<file path="src/common/definitions.sv">
package definitions;

    // datapath width
    localparam int XLEN        = 32;

    // issue to done, in cycles
    localparam int MUL_LATENCY = 2;   // ALU results are delayed to match
    localparam int DIV_LATENCY = 34;  // load, 32 steps, sign fix

    typedef enum logic {
        LOW  = 1'b0,
        HIGH = 1'b1
    } flag_t;

    // instruction class from the control unit
    typedef enum logic [1:0] {
        TYPE_R  = 2'd0,
        TYPE_I  = 2'd1,
        DEF_ADD = 2'd2,
        PASS_S1 = 2'd3
    } aluOp_t;

    typedef enum logic [4:0] {
        ADD    = 5'd0,
        SUB    = 5'd1,
        SLL    = 5'd2,
        SLT    = 5'd3,
        SLTU   = 5'd4,
        XOR    = 5'd5,
        SRL    = 5'd6,
        SRA    = 5'd7,
        OR     = 5'd8,
        AND    = 5'd9,
        FWD    = 5'd10,  // pass operand A through
        // M extension, multiplier
        MUL    = 5'd11,
        MULH   = 5'd12,
        MULHSU = 5'd13,
        MULHU  = 5'd14,
        // M extension, divider
        DIV    = 5'd15,
        DIVU   = 5'd16,
        REM    = 5'd17,
        REMU   = 5'd18
    } aluOperation_t;

    // same 32 bits read as R-type or I-type
    typedef union packed {
        struct packed {
            logic [6:0] funct7;
            logic [4:0] rs2;
            logic [4:0] rs1;
            logic [2:0] funct3;
            logic [4:0] rd;
            logic [6:0] opcode;
        } rType;
        struct packed {
            logic [11:0] imm12;
            logic [4:0]  rs1;
            logic [2:0]  funct3;
            logic [4:0]  rd;
            logic [6:0]  opcode;
        } iType;
    } instrWord_u;

endpackage

</file>
<file path="src/muldiv/divider.sv">
`timescale 1ns/1ps

module divider (
    input  logic                            clk,
    input  logic                            rstN,
    input  logic                            start,
    input  definitions::aluOperation_t      opSel,
    input  logic [definitions::XLEN-1:0]    dividend,
    input  logic [definitions::XLEN-1:0]    divisor,
    output logic                            busy,
    output logic                            done,
    output logic [definitions::XLEN-1:0]    quotient
);

    import definitions::*;

    logic [5:0]      count;
    logic            stepping;
    logic            fixing;
    logic            signedOp;
    logic            signA;
    logic            signB;
    logic [XLEN-1:0] magA;
    logic [XLEN-1:0] magB;
    logic [XLEN-1:0] remReg;   // partial remainder
    logic [XLEN-1:0] quoReg;   // dividend bits shift out as quotient bits shift in
    logic [XLEN-1:0] divReg;
    logic [XLEN:0]   shifted;
    logic            fits;
    logic            isRem;
    logic            negQuo;
    logic            negRem;

    assign signedOp = (opSel == DIV) || (opSel == REM);
    assign signA    = signedOp & dividend[XLEN-1];
    assign signB    = signedOp & divisor[XLEN-1];
    assign magA     = signA ? -dividend : dividend;  // 0x80000000 stays as its own magnitude
    assign magB     = signB ? -divisor : divisor;

    // 32 steps then one cycle for the signs
    assign stepping = busy && (count < 6'(DIV_LATENCY - 2));
    assign fixing   = busy && (count == 6'(DIV_LATENCY - 2));

    assign shifted  = {remReg, quoReg[XLEN-1]};
    assign fits     = shifted >= {1'b0, divReg};

    always_ff @(posedge clk or negedge rstN) begin
        if (!rstN) begin
            busy  <= 1'b0;
            done  <= 1'b0;
            count <= '0;
        end else begin
            done <= 1'b0;
            if (done) begin
                busy <= 1'b0;  // busy covers the done cycle
            end else if (busy) begin
                count <= count + 6'd1;
                if (fixing) done <= 1'b1;
            end else if (start) begin
                busy  <= 1'b1;
                count <= '0;
            end
        end
    end

    always_ff @(posedge clk) begin
        if (start && !busy) begin
            remReg <= '0;
            quoReg <= magA;
            divReg <= magB;
            isRem  <= (opSel == REM) || (opSel == REMU);
            // no quotient negation for x/0 so it stays all ones
            negQuo <= (signA ^ signB) && (divisor != '0);
            negRem <= signA;  // remainder takes the dividend sign
        end else if (stepping) begin
            if (fits) begin
                remReg <= XLEN'(shifted - {1'b0, divReg});
                quoReg <= {quoReg[XLEN-2:0], 1'b1};
            end else begin
                remReg <= shifted[XLEN-1:0];
                quoReg <= {quoReg[XLEN-2:0], 1'b0};
            end
        end else if (fixing) begin
            // overflow lands here as magnitude 0x80000000 with no negation and rem 0
            if (isRem) quotient <= negRem ? -remReg : remReg;
            else       quotient <= negQuo ? -quoReg : quoReg;
        end
    end

    noStartWhileBusy: assert property (@(posedge clk) disable iff (!rstN) start |-> !busy)
        else $error("divider started while busy");

    // done arrives at the fixed latency and lasts one cycle
    doneTiming: assert property (@(posedge clk) disable iff (!rstN)
        start |-> ##DIV_LATENCY done ##1 !done)
        else $error("divider done missed its cycle or lasted more than one cycle");

endmodule : divider

</file>
<file path="src/muldiv/multiplier.sv">
`timescale 1ns/1ps

module multiplier (
    input  logic                            clk,
    input  logic                            rstN,
    input  logic                            start,
    input  definitions::aluOperation_t      opSel,
    input  logic [definitions::XLEN-1:0]    operandA,
    input  logic [definitions::XLEN-1:0]    operandB,
    output logic                            valid,
    output logic [definitions::XLEN-1:0]    product
);

    import definitions::*;

    logic                     aSigned;
    logic                     bSigned;
    logic                     validS1;
    logic signed [XLEN:0]     aS1;     // 33 bits, one extension bit
    logic signed [XLEN:0]     bS1;
    aluOperation_t            opS1;
    aluOperation_t            opS2;
    logic signed [2*XLEN+1:0] prodS2;

    // MUL keeps only the low word, so its extension does not matter
    assign aSigned = (opSel == MULH) || (opSel == MULHSU);
    assign bSigned = (opSel == MULH);

    always_ff @(posedge clk or negedge rstN) begin
        if (!rstN) begin
            validS1 <= 1'b0;
            valid   <= 1'b0;
        end else begin
            validS1 <= start;
            valid   <= validS1;
        end
    end

    always_ff @(posedge clk) begin
        if (start) begin  // stage 1, extend operands
            aS1  <= {aSigned & operandA[XLEN-1], operandA};
            bS1  <= {bSigned & operandB[XLEN-1], operandB};
            opS1 <= opSel;
        end
        if (validS1) begin  // stage 2, full product
            prodS2 <= aS1 * bS1;
            opS2   <= opS1;
        end
    end

    assign product = (opS2 == MUL) ? prodS2[XLEN-1:0] : prodS2[2*XLEN-1:XLEN];

    validKnown: assert property (@(posedge clk) disable iff (!rstN) !$isunknown(valid))
        else $error("multiplier valid is unknown");

endmodule : multiplier

</file>
<file path="src/verilog/alu.sv">
`timescale 1ns/1ps

module alu (
    input  definitions::aluOperation_t      opSel,
    input  logic [definitions::XLEN-1:0]    operandA,
    input  logic [definitions::XLEN-1:0]    operandB,
    output logic [definitions::XLEN-1:0]    result
);

    import definitions::*;

    logic [4:0] shamt;
    logic       ltSigned;
    logic       ltUnsigned;

    assign shamt      = operandB[4:0];  // RV32 uses only the low five bits
    assign ltSigned   = $signed(operandA) < $signed(operandB);
    assign ltUnsigned = operandA < operandB;

    always_comb begin
        case (opSel)
            ADD : result = operandA + operandB;
            SUB : result = operandA - operandB;
            SLL : result = operandA << shamt;
            SRL : result = operandA >> shamt;
            SRA : result = $signed(operandA) >>> shamt;
            SLT : result = {{(XLEN-1){1'b0}}, ltSigned};
            SLTU: result = {{(XLEN-1){1'b0}}, ltUnsigned};
            XOR : result = operandA ^ operandB;
            OR  : result = operandA | operandB;
            AND : result = operandA & operandB;
            FWD : result = operandA;
            // mul and div results come from their own units
            default: result = '0;
        endcase
    end

endmodule : alu

</file>
<file path="src/verilog/aluOp.sv">
`timescale 1ns/1ps

module aluOp (
    input  definitions::aluOp_t        aluOp,
    input  logic [6:0]                 funct7,
    input  logic [2:0]                 funct3,
    output definitions::aluOperation_t opSel,
    output definitions::flag_t         error
);

    import definitions::*;

    // funct7 classes
    localparam logic [6:0]
        type0  = 7'd0,   // RV32I
        type1  = 7'd1,   // RV32M
        type32 = 7'd32;  // RV32I, sub and sra

    // funct3 for the base ops
    localparam logic [2:0]
        addSub = 3'd0,
        sll    = 3'd1,
        slt    = 3'd2,
        sltu   = 3'd3,
        lxor   = 3'd4,
        srlSra = 3'd5,
        lor    = 3'd6,
        land   = 3'd7;

    // funct3 for the M extension
    localparam logic [2:0]
        mul    = 3'd0,
        mulh   = 3'd1,
        mulhsu = 3'd2,
        mulhu  = 3'd3,
        div    = 3'd4,
        divu   = 3'd5,
        rem    = 3'd6,
        remu   = 3'd7;

    always_comb begin
        opSel = ADD;  // illegal encodings fall back to add
        error = LOW;
        case (aluOp)
            TYPE_R: begin
                case (funct7)
                    type0: begin
                        case (funct3)
                            addSub : opSel = ADD;
                            sll    : opSel = SLL;
                            slt    : opSel = SLT;
                            sltu   : opSel = SLTU;
                            lxor   : opSel = XOR;
                            srlSra : opSel = SRL;
                            lor    : opSel = OR;
                            land   : opSel = AND;
                        endcase
                    end
                    type32: begin
                        case (funct3)
                            addSub : opSel = SUB;
                            srlSra : opSel = SRA;
                            default: error = HIGH;
                        endcase
                    end
                    type1: begin
                        case (funct3)
                            mul    : opSel = MUL;
                            mulh   : opSel = MULH;
                            mulhsu : opSel = MULHSU;
                            mulhu  : opSel = MULHU;
                            div    : opSel = DIV;
                            divu   : opSel = DIVU;
                            rem    : opSel = REM;
                            remu   : opSel = REMU;
                        endcase
                    end
                    default: error = HIGH;
                endcase
            end
            TYPE_I: begin
                // upper immediate bits are only funct7 for the shifts
                case (funct3)
                    addSub : opSel = ADD;
                    slt    : opSel = SLT;
                    sltu   : opSel = SLTU;
                    lxor   : opSel = XOR;
                    lor    : opSel = OR;
                    land   : opSel = AND;
                    sll: begin
                        if (funct7 == type0) opSel = SLL;
                        else error = HIGH;
                    end
                    srlSra: begin
                        if (funct7 == type0) opSel = SRL;
                        else if (funct7 == type32) opSel = SRA;
                        else error = HIGH;
                    end
                endcase
            end
            DEF_ADD: opSel = ADD;
            PASS_S1: opSel = FWD;
        endcase
    end

endmodule : aluOp

</file>
<file path="src/verilog/executeUnit.sv">
`timescale 1ns/1ps

module executeUnit (
    input  logic                            clk,
    input  logic                            rstN,
    input  logic                            issue,
    input  definitions::aluOp_t             aluOp,
    input  definitions::instrWord_u         instr,
    input  logic [definitions::XLEN-1:0]    rs1Data,
    input  logic [definitions::XLEN-1:0]    rs2Data,
    output logic [definitions::XLEN-1:0]    result,
    output logic                            done,
    output definitions::flag_t              error,
    output logic                            busy
);

    import definitions::*;

    logic [6:0]             funct7;
    logic [2:0]             funct3;
    aluOperation_t          opSel;
    flag_t                  decodeError;
    logic [XLEN-1:0]        operandB;
    logic [XLEN-1:0]        aluResult;
    logic [XLEN-1:0]        mulProduct;
    logic [XLEN-1:0]        divResult;
    logic                   isMulOp;
    logic                   isDivOp;
    logic                   mulStart;
    logic                   divStart;
    logic                   aluStart;
    logic                   mulValid;
    logic                   divDone;
    logic [MUL_LATENCY-1:0] aluValid;
    logic [XLEN-1:0]        aluPipe [MUL_LATENCY];
    flag_t                  errPipe [MUL_LATENCY];

    assign funct7   = instr.rType.funct7;
    assign funct3   = instr.rType.funct3;
    assign operandB = (aluOp == TYPE_I) ? {{(XLEN-12){instr.iType.imm12[11]}}, instr.iType.imm12}
                                        : rs2Data;

    aluOp opDecoder (.aluOp(aluOp), .funct7(funct7), .funct3(funct3),
                     .opSel(opSel), .error(decodeError));

    alu intAlu (.opSel(opSel), .operandA(rs1Data), .operandB(operandB), .result(aluResult));

    assign isMulOp  = opSel inside {MUL, MULH, MULHSU, MULHU};
    assign isDivOp  = opSel inside {DIV, DIVU, REM, REMU};
    assign mulStart = issue && isMulOp;
    assign divStart = issue && isDivOp;
    assign aluStart = issue && !isMulOp && !isDivOp;  // illegal encodings land here too

    multiplier mulUnit (
        .clk(clk), .rstN(rstN), .start(mulStart), .opSel(opSel),
        .operandA(rs1Data), .operandB(operandB),
        .valid(mulValid), .product(mulProduct)
    );

    divider divUnit (
        .clk(clk), .rstN(rstN), .start(divStart), .opSel(opSel),
        .dividend(rs1Data), .divisor(operandB),
        .busy(busy), .done(divDone), .quotient(divResult)
    );

    // delay the ALU so it lines up with the multiplier
    always_ff @(posedge clk or negedge rstN) begin
        if (!rstN) begin
            aluValid <= '0;
            for (int i = 0; i < MUL_LATENCY; i++) errPipe[i] <= LOW;
        end else begin
            aluValid   <= {aluValid[MUL_LATENCY-2:0], aluStart};
            errPipe[0] <= (issue && decodeError == HIGH) ? HIGH : LOW;
            for (int i = 1; i < MUL_LATENCY; i++) errPipe[i] <= errPipe[i-1];
        end
    end

    always_ff @(posedge clk) begin
        aluPipe[0] <= aluResult;
        for (int i = 1; i < MUL_LATENCY; i++) aluPipe[i] <= aluPipe[i-1];
    end

    always_comb begin
        if (divDone)       result = divResult;
        else if (mulValid) result = mulProduct;
        else               result = aluPipe[MUL_LATENCY-1];
    end

    assign done  = divDone | mulValid | aluValid[MUL_LATENCY-1];
    assign error = errPipe[MUL_LATENCY-1];

    noIssueWhileBusy: assert property (@(posedge clk) disable iff (!rstN) issue |-> !busy)
        else $error("issue raised while divider busy");

    // a short op must not finish on the divider's done cycle
    noDoneCollision: assert property (@(posedge clk) disable iff (!rstN)
        (issue && !isDivOp) |-> ##MUL_LATENCY !divDone)
        else $error("short op completes together with divider");

    oneSourceDone: assert property (@(posedge clk) disable iff (!rstN)
        $onehot0({divDone, mulValid, aluValid[MUL_LATENCY-1]}))
        else $error("more than one unit raised done");

endmodule : executeUnit
</file>
<file path="config.mk">
export PLATFORM = sky130hd
export DESIGN_NAME = executeUnit
export DESIGN_NICKNAME = d
export VERILOG_FILES = /design/src/common/definitions.sv /design/src/muldiv/divider.sv /design/src/muldiv/multiplier.sv /design/src/verilog/alu.sv /design/src/verilog/aluOp.sv /design/src/verilog/executeUnit.sv
export SDC_FILE = /design/constraint.sdc
export NUM_CORES = 2
export LEC_CHECK = 0
export BUFFER_PORTS_ARGS = -buffer_cell sky130_fd_sc_hd__buf_2
export CORE_UTILIZATION = 55
export DETAILED_ROUTE_END_ITERATION = 10
export GPL_TIMING_DRIVEN = 0
export PLACE_DENSITY = 0.81
export SLEW_MARGIN = 30
export SYNTH_ARGS = -nofsm -noshare
export SYNTH_HDL_FRONTEND = slang
export SYNTH_SLANG_ARGS = --single-unit
export TNS_END_PERCENT = 5
</file>
<file path="constraint.sdc">
create_clock -name clk -period 9.55 [get_ports clk]
set_input_delay 2.865 -clock clk [delete_from_list [all_inputs] [get_ports clk]]
set_output_delay 2.865 -clock clk [all_outputs]
set_load 0.005 [all_outputs]
</file>
# Word level (Yosys, flattened, before mapping)
# Memory sizes are Yosys's and may differ from the RTL's.
# Index checks and enable logic that the tools add are counted.
[totals] word_cells=149 ff_bits=285 in_bits=101 memories=3 output_inout_bits=35 mem_bits_rw=64 mem_bits_ro=72
[memory_table] name="aluPipe" depth=2 word_bits=32 rd=2 rd_clocked_by_memory_dff=0 write_ports=2 line="executeUnit.sv:35" text="logic [XLEN-1:0] aluPipe [MUL_LATENCY];"
[memory_table] name="(no name shown)" depth=8 word_bits=5 rd=1 rd_clocked_by_memory_dff=0 write_ports=0 line="aluOp.sv:67" text="case (funct3)"
[memory_table] name="(no name shown)" depth=8 word_bits=4 rd=1 rd_clocked_by_memory_dff=0 write_ports=0 line="aluOp.sv:48" text="case (funct3)"
[op_classes] add_sub_neg=8 bitwise_logic=13 eq_ne=32 n_shift=3 order_cmp=4 mux=37 reduce_logical=28 mul=1
[ops] op="32-bit two-way mux" count=12
[ops] op="32-bit case mux with 11 select lines" count=1
[ops] op="32-bit negator" count=4
[ops] op="32-bit less-than comparator" count=2
[ops] op="33-bit by 33-bit multiplier with 64-bit output" count=1
[ops] op="32-bit subtractor" count=2
[ops] op="5-bit by 4-bit equality test with 1-bit output, second input constant" count=9
[ops] op="5-bit case mux with 8 select lines" count=1
[ops] op="33-bit by 32-bit >= comparator with 1-bit output" count=1
[ops] op="32-bit adder" count=1
[ops] op="32-bit bitwise AND" count=1
[ops] op="32-bit bitwise OR" count=1
[ops] op="32-bit nonzero test" count=1
[ops] op="32-bit by 5-bit left shift with 32-bit output" count=1
[ops] op="32-bit by 5-bit right shift with 32-bit output" count=1
[ops] op="32-bit by 5-bit >>> shifter with 32-bit output" count=1
[ops] op="32-bit bitwise XOR" count=1
[ops] op="5-bit by 3-bit equality test with 1-bit output, second input constant" count=4
[ops] op="5-bit case mux with 4 select lines" count=1
[ops] op="5-bit equality test, second input constant" count=3
[ops] op="5-bit case mux with 3 select lines" count=1
[ops] op="3-bit equality test, second input constant" count=4
[ops] op="1-bit two-way mux" count=12
[ops] op="6-bit two-way mux" count=2
[ops] op="other kinds (32)" count=58

# Depth between registers and ports, before layout
[logic_depth] depth_word=11 depth_mapped=29 mapped_depth_nobuf=27

# Cells and area by module
# From an unflattened synthesis, not the netlist that was laid out.
[hier_totals] hier_cells=6951 hier_area_um2=64000.1
[by_module_without_submodules] mod="multiplier" area_each_um2=42798.5 cells_each=4299 n_inst=1 seq_area_each_um2=4254.1
[by_module_without_submodules] mod="divider" area_each_um2=9608.0 cells_each=1073 n_inst=1 seq_area_each_um2=3813.7
[by_module_without_submodules] mod="alu" area_each_um2=8674.6 cells_each=1272 n_inst=1 seq_area_each_um2=0.0
[by_module_without_submodules] mod="executeUnit" area_each_um2=2517.4 cells_each=247 n_inst=1 seq_area_each_um2=1381.3
[by_module_without_submodules] mod="aluOp" area_each_um2=401.6 cells_each=60 n_inst=1 seq_area_each_um2=0.0

# Least setup slack after synthesis
# No wires, ideal clock.
[synth_path] kind="reg-to-reg" from="register mulUnit.aS1[32]" to="register mulUnit.prodS2[62] (data pin)" path_buffers=1 slack_ns=1.484 path_stages_with_launch=27 t_required_ns=9.286 t_arrival_ns=7.803 setup_ns=0.264 period_less_slack_ns=8.066 cell_sequence="edfxtp_1 clkbuf_1 nand2_1 inv_1 fa_1 inv_1 fa_1 inv_1 fa_1 inv_1 fa_1 inv_1 fa_1 fa_1 fa_1 inv_1 fa_1 inv_1 ha_1 a21oi_1 o21ai_0 a2111oi_0 nor2_1 a211oi_1 o21ai_0 a221oi_1 xnor2_1"
[synth_between] elab_chain_cells=1
[synth_rtl] element="start, declared" line="multiplier.sv:19" text="logic signed [XLEN:0] aS1;"
[synth_rtl] element="start signal, assigned" line="multiplier.sv:41" text="aS1 <= {aSigned & operandA[XLEN-1], operandA};"
[synth_rtl] element="33-bit by 33-bit multiplier with 64-bit output" line="multiplier.sv:46" text="prodS2 <= aS1 * bS1;"
[synth_rtl] element="end signal, assigned" line="multiplier.sv:46"
[synth_rtl] element="end, declared" line="multiplier.sv:23" text="logic signed [2*XLEN+1:0] prodS2;"
# Every way passes these cells.
# A chain may end at the register's enable or synchronous reset.

==> out/metrics.cfg <==
[outcome]
outcome=completed

[yosys]
async_reset_ff_share_pct=4.01
yosysSeqAreaShare_pct=14.9
yosys.cell_count.top_type=inv_1
ys_seq_elements=349
syn_area_per_cell_sq_um=9.05
synth-edff-count=239
ys.flop_type=edfxtp_1
syn_area_sq_um=63300
yosysUniqueCellTypes=99
yosysTopAreaCell=fa_1
syn-num-nets=8581
synth-warning-count=0
synth_common_cells=1203 x inv_1, 1128 x fa_1, 905 x nand2_1
synth.area.top_cells=fa_1 36%, edfxtp_1 11%, inv_1 7.1%, ha_1 6.9%, nand2_1 5.4%
synth_cells=7001
yosys.area.top_type_share_pct=35.7

[cts]
path_clk_slew_ns=0.07
clockBufferDepth=3
cts_made_buffers=36
worstSkewPairLatency_ns=0.64
clock_sinks=349
htreeDepth=2
cts_root_buf=clkbuf_16
cts_tree=built

[worst_hold_path]
hp-class=register to register

[sta]
fin_skew_ns=0.0767
period_needed_ns=9.40
max-slew-margin-rel_pct=20.3
finalHoldViolations=0
final_max_slew_viol_count=0
worst_slew_pin_slew_ns=1.20
fin_ws_ns=0.155
rsz0062_at_grt=yes
fin_crit_sh_pct=98.4
fmax_ghz=0.106
setup_viol=0

[setup_path]
critPathCaptureType=register
worst-setup-path-type=input pin to register
required_ns=9.93
start_kind=input pin
cp_max_fo=11
crit_arrival_ns=9.77

[global_route]
antenna_found_initial=38
grt-ovfl-total=0
grt_max_degree=57
grt_pass1_vias=57687
grt_pass1_wl_um=416000
grt_use_total_pct=51.3

[finish]
drive_above_1_share_pct=5.51
area_delta_synth_final_pct=6.84
nNetsFinal=8771

[detailed_routing]
vias=57205
drtIter0Drc=8182
firstDrtPassIters=8
wl_per_cell_um=33.6
totalWireLength_um=294000
drtAntennaViolNets=0
viasPerCell=6.53
drc=0

[die]
ioPinCount=136
die_w_um=341
die_h_um=341
initial_core_util_pct=55.5
dieArea_sq_um=117000
fp.coreArea_sq_um=114000
row_count=124

[placed_design]
port_buffers=118
pre_cts_slack_ns=-0.770
gp_congestion=1.16
dp_hpwl_um=235000

[flow_run]
cap_violations=0

[cells by family (layout without fill, tap and decap cells)]
family / Yosys count / in the layout / share of synthesized area, %
XOR/XNOR: 246 / 246 / 3.40
flip-flops: 349 / 349 / 14.9
AND/OR/NAND/NOR: 2059 / 2059 / 15.8
multiplexers: 171 / 171 / 2.79
other: 0 / 32 / 0
buffers and inverters: 1611 / 1828 / 9.64
AO/OA/AOI/OAI: 1086 / 1086 / 10.8
adder cells (fa/ha/maj): 1479 / 1479 / 42.6
[path summary, 6_finish.rpt]
path	from	endpoint	slack, ns	cells past startpoint
min in group asynchronous	rstN	errPipe[1]	2.20	1
setup / recovery	aluOp[0]	aluPipe[0][26]	0.15	19
hold reg to reg	aluPipe[0][26]	aluPipe[0][58]	0.32	0
hold / removal	aluPipe[0][26]	aluPipe[0][58]	0.32	0
setup reg to reg	mulUnit.bS1[14]	mulUnit.prodS2[60]	0.16	25
max in group asynchronous	rstN	mulUnit.validS1	6.94	1
[repair_timing]
item | CTS | global route
setup endpoints to repair | 11 | 15
pin swaps | 1 | 3
gates resized for setup | 14 | 85
buffers inserted | 5 | 26
hold buffers | 0 | 0
[per-layer routing]
| metal | wire length [um] | global-route usage, % | up-vias |
|---|---|---|---|
| met5 | 209 | 1.02 | - |
| met4 | 40600 | 53.3 | 26 |
| met3 | 39900 | 20.3 | 1789 |
| met2 | 121000 | 73.9 | 4826 |
| met1 | 92400 | 55.8 | 27877 |
| li1 | - | - | 22687 |
[final cells by class]
type                            count  area (sq um)
Clock inverter                     18           163
Multi-Input combinational cell   5041         47900
Antenna cell                       32          80.1
Clock buffer                       47           962
Inverter                         1210          4550
Timing Repair Buffer              154          1010
Buffer                            399          1660
Fill cell                       10020         46500
Tap cell                         1512          1890
Sequential cell                   349          9450
[through the flow]
step	cell area (sq um)	instances	hold slack [ns]	utilization, %	TNS, ns
2_1_floorplan	63300	7001	0.310	-	0
3_3_place_gp	65800	8631	0.313	57.6	-9.32
3_5_place_dp	65900	8634	0.312	57.8	-5.00
4_1_cts	67100	8703	0.320	58.8	0
5_1_grt	67600	8737	0.330	59.2	0
6_report	67700	8762	0.320	59.3	0
[cells in the final DEF (no fill, tap or decap), types with 25 or more instances in the layout]
master,n
a211oi_1,50
a21o_1,53
a21oi_1,256
a31oi_1,25
and2_1,535
and3_1,32
buf_1,27
buf_2,151
buf_4,27
clkbuf_1,276
clkbuf_16,36
clkbuf_2,63
dfxtp_1,96
diode_2,32
edfxtp_1,239
fa_1,1119
ha_1,351
inv_1,1199
mux2i_1,155
nand2_1,905
nand2b_1,41
nand3_1,90
nand4_1,33
nor2_1,205
nor2b_1,48
nor3_1,66
o211ai_1,47
o21ai_0,305
o21ai_1,58
o21bai_1,28
o31ai_1,38
or3_1,25
xnor2_1,182
xor2_1,64
[flip-flops by register name, summed over array words and instances (netlist names), 6 cells and up]
name	count
divUnit.quotient	32
divUnit.divReg	32
aluPipe	64
divUnit.remReg	32
mulUnit.aS1	33
divUnit.quoReg	32
mulUnit.bS1	33
mulUnit.prodS2	64
divUnit.count	6
[worst max-delay path: stages]
cell	delay (ns)
buf_2	0.15
nor2b_1	0.15
buf_2	0.30
mux2i_2	0.63
clkbuf_1	0.62
clkbuf_1	0.57
buf_1	0.74
ha_1	0.37
clkbuf_1	0.21
o21ai_0	0.18
o21ai_0	0.26
a211oi_1	0.58
o311a_1	0.32
o21bai_1	0.17
a211o_1	0.33
a21oi_1	0.30
a21oi_1	0.14
xnor2_1	0.17
o211ai_1	0.70
Power is left out: the tool's default activity adds up to more than one toggle a clock period on the data nets, which glitch-free logic cannot reach.
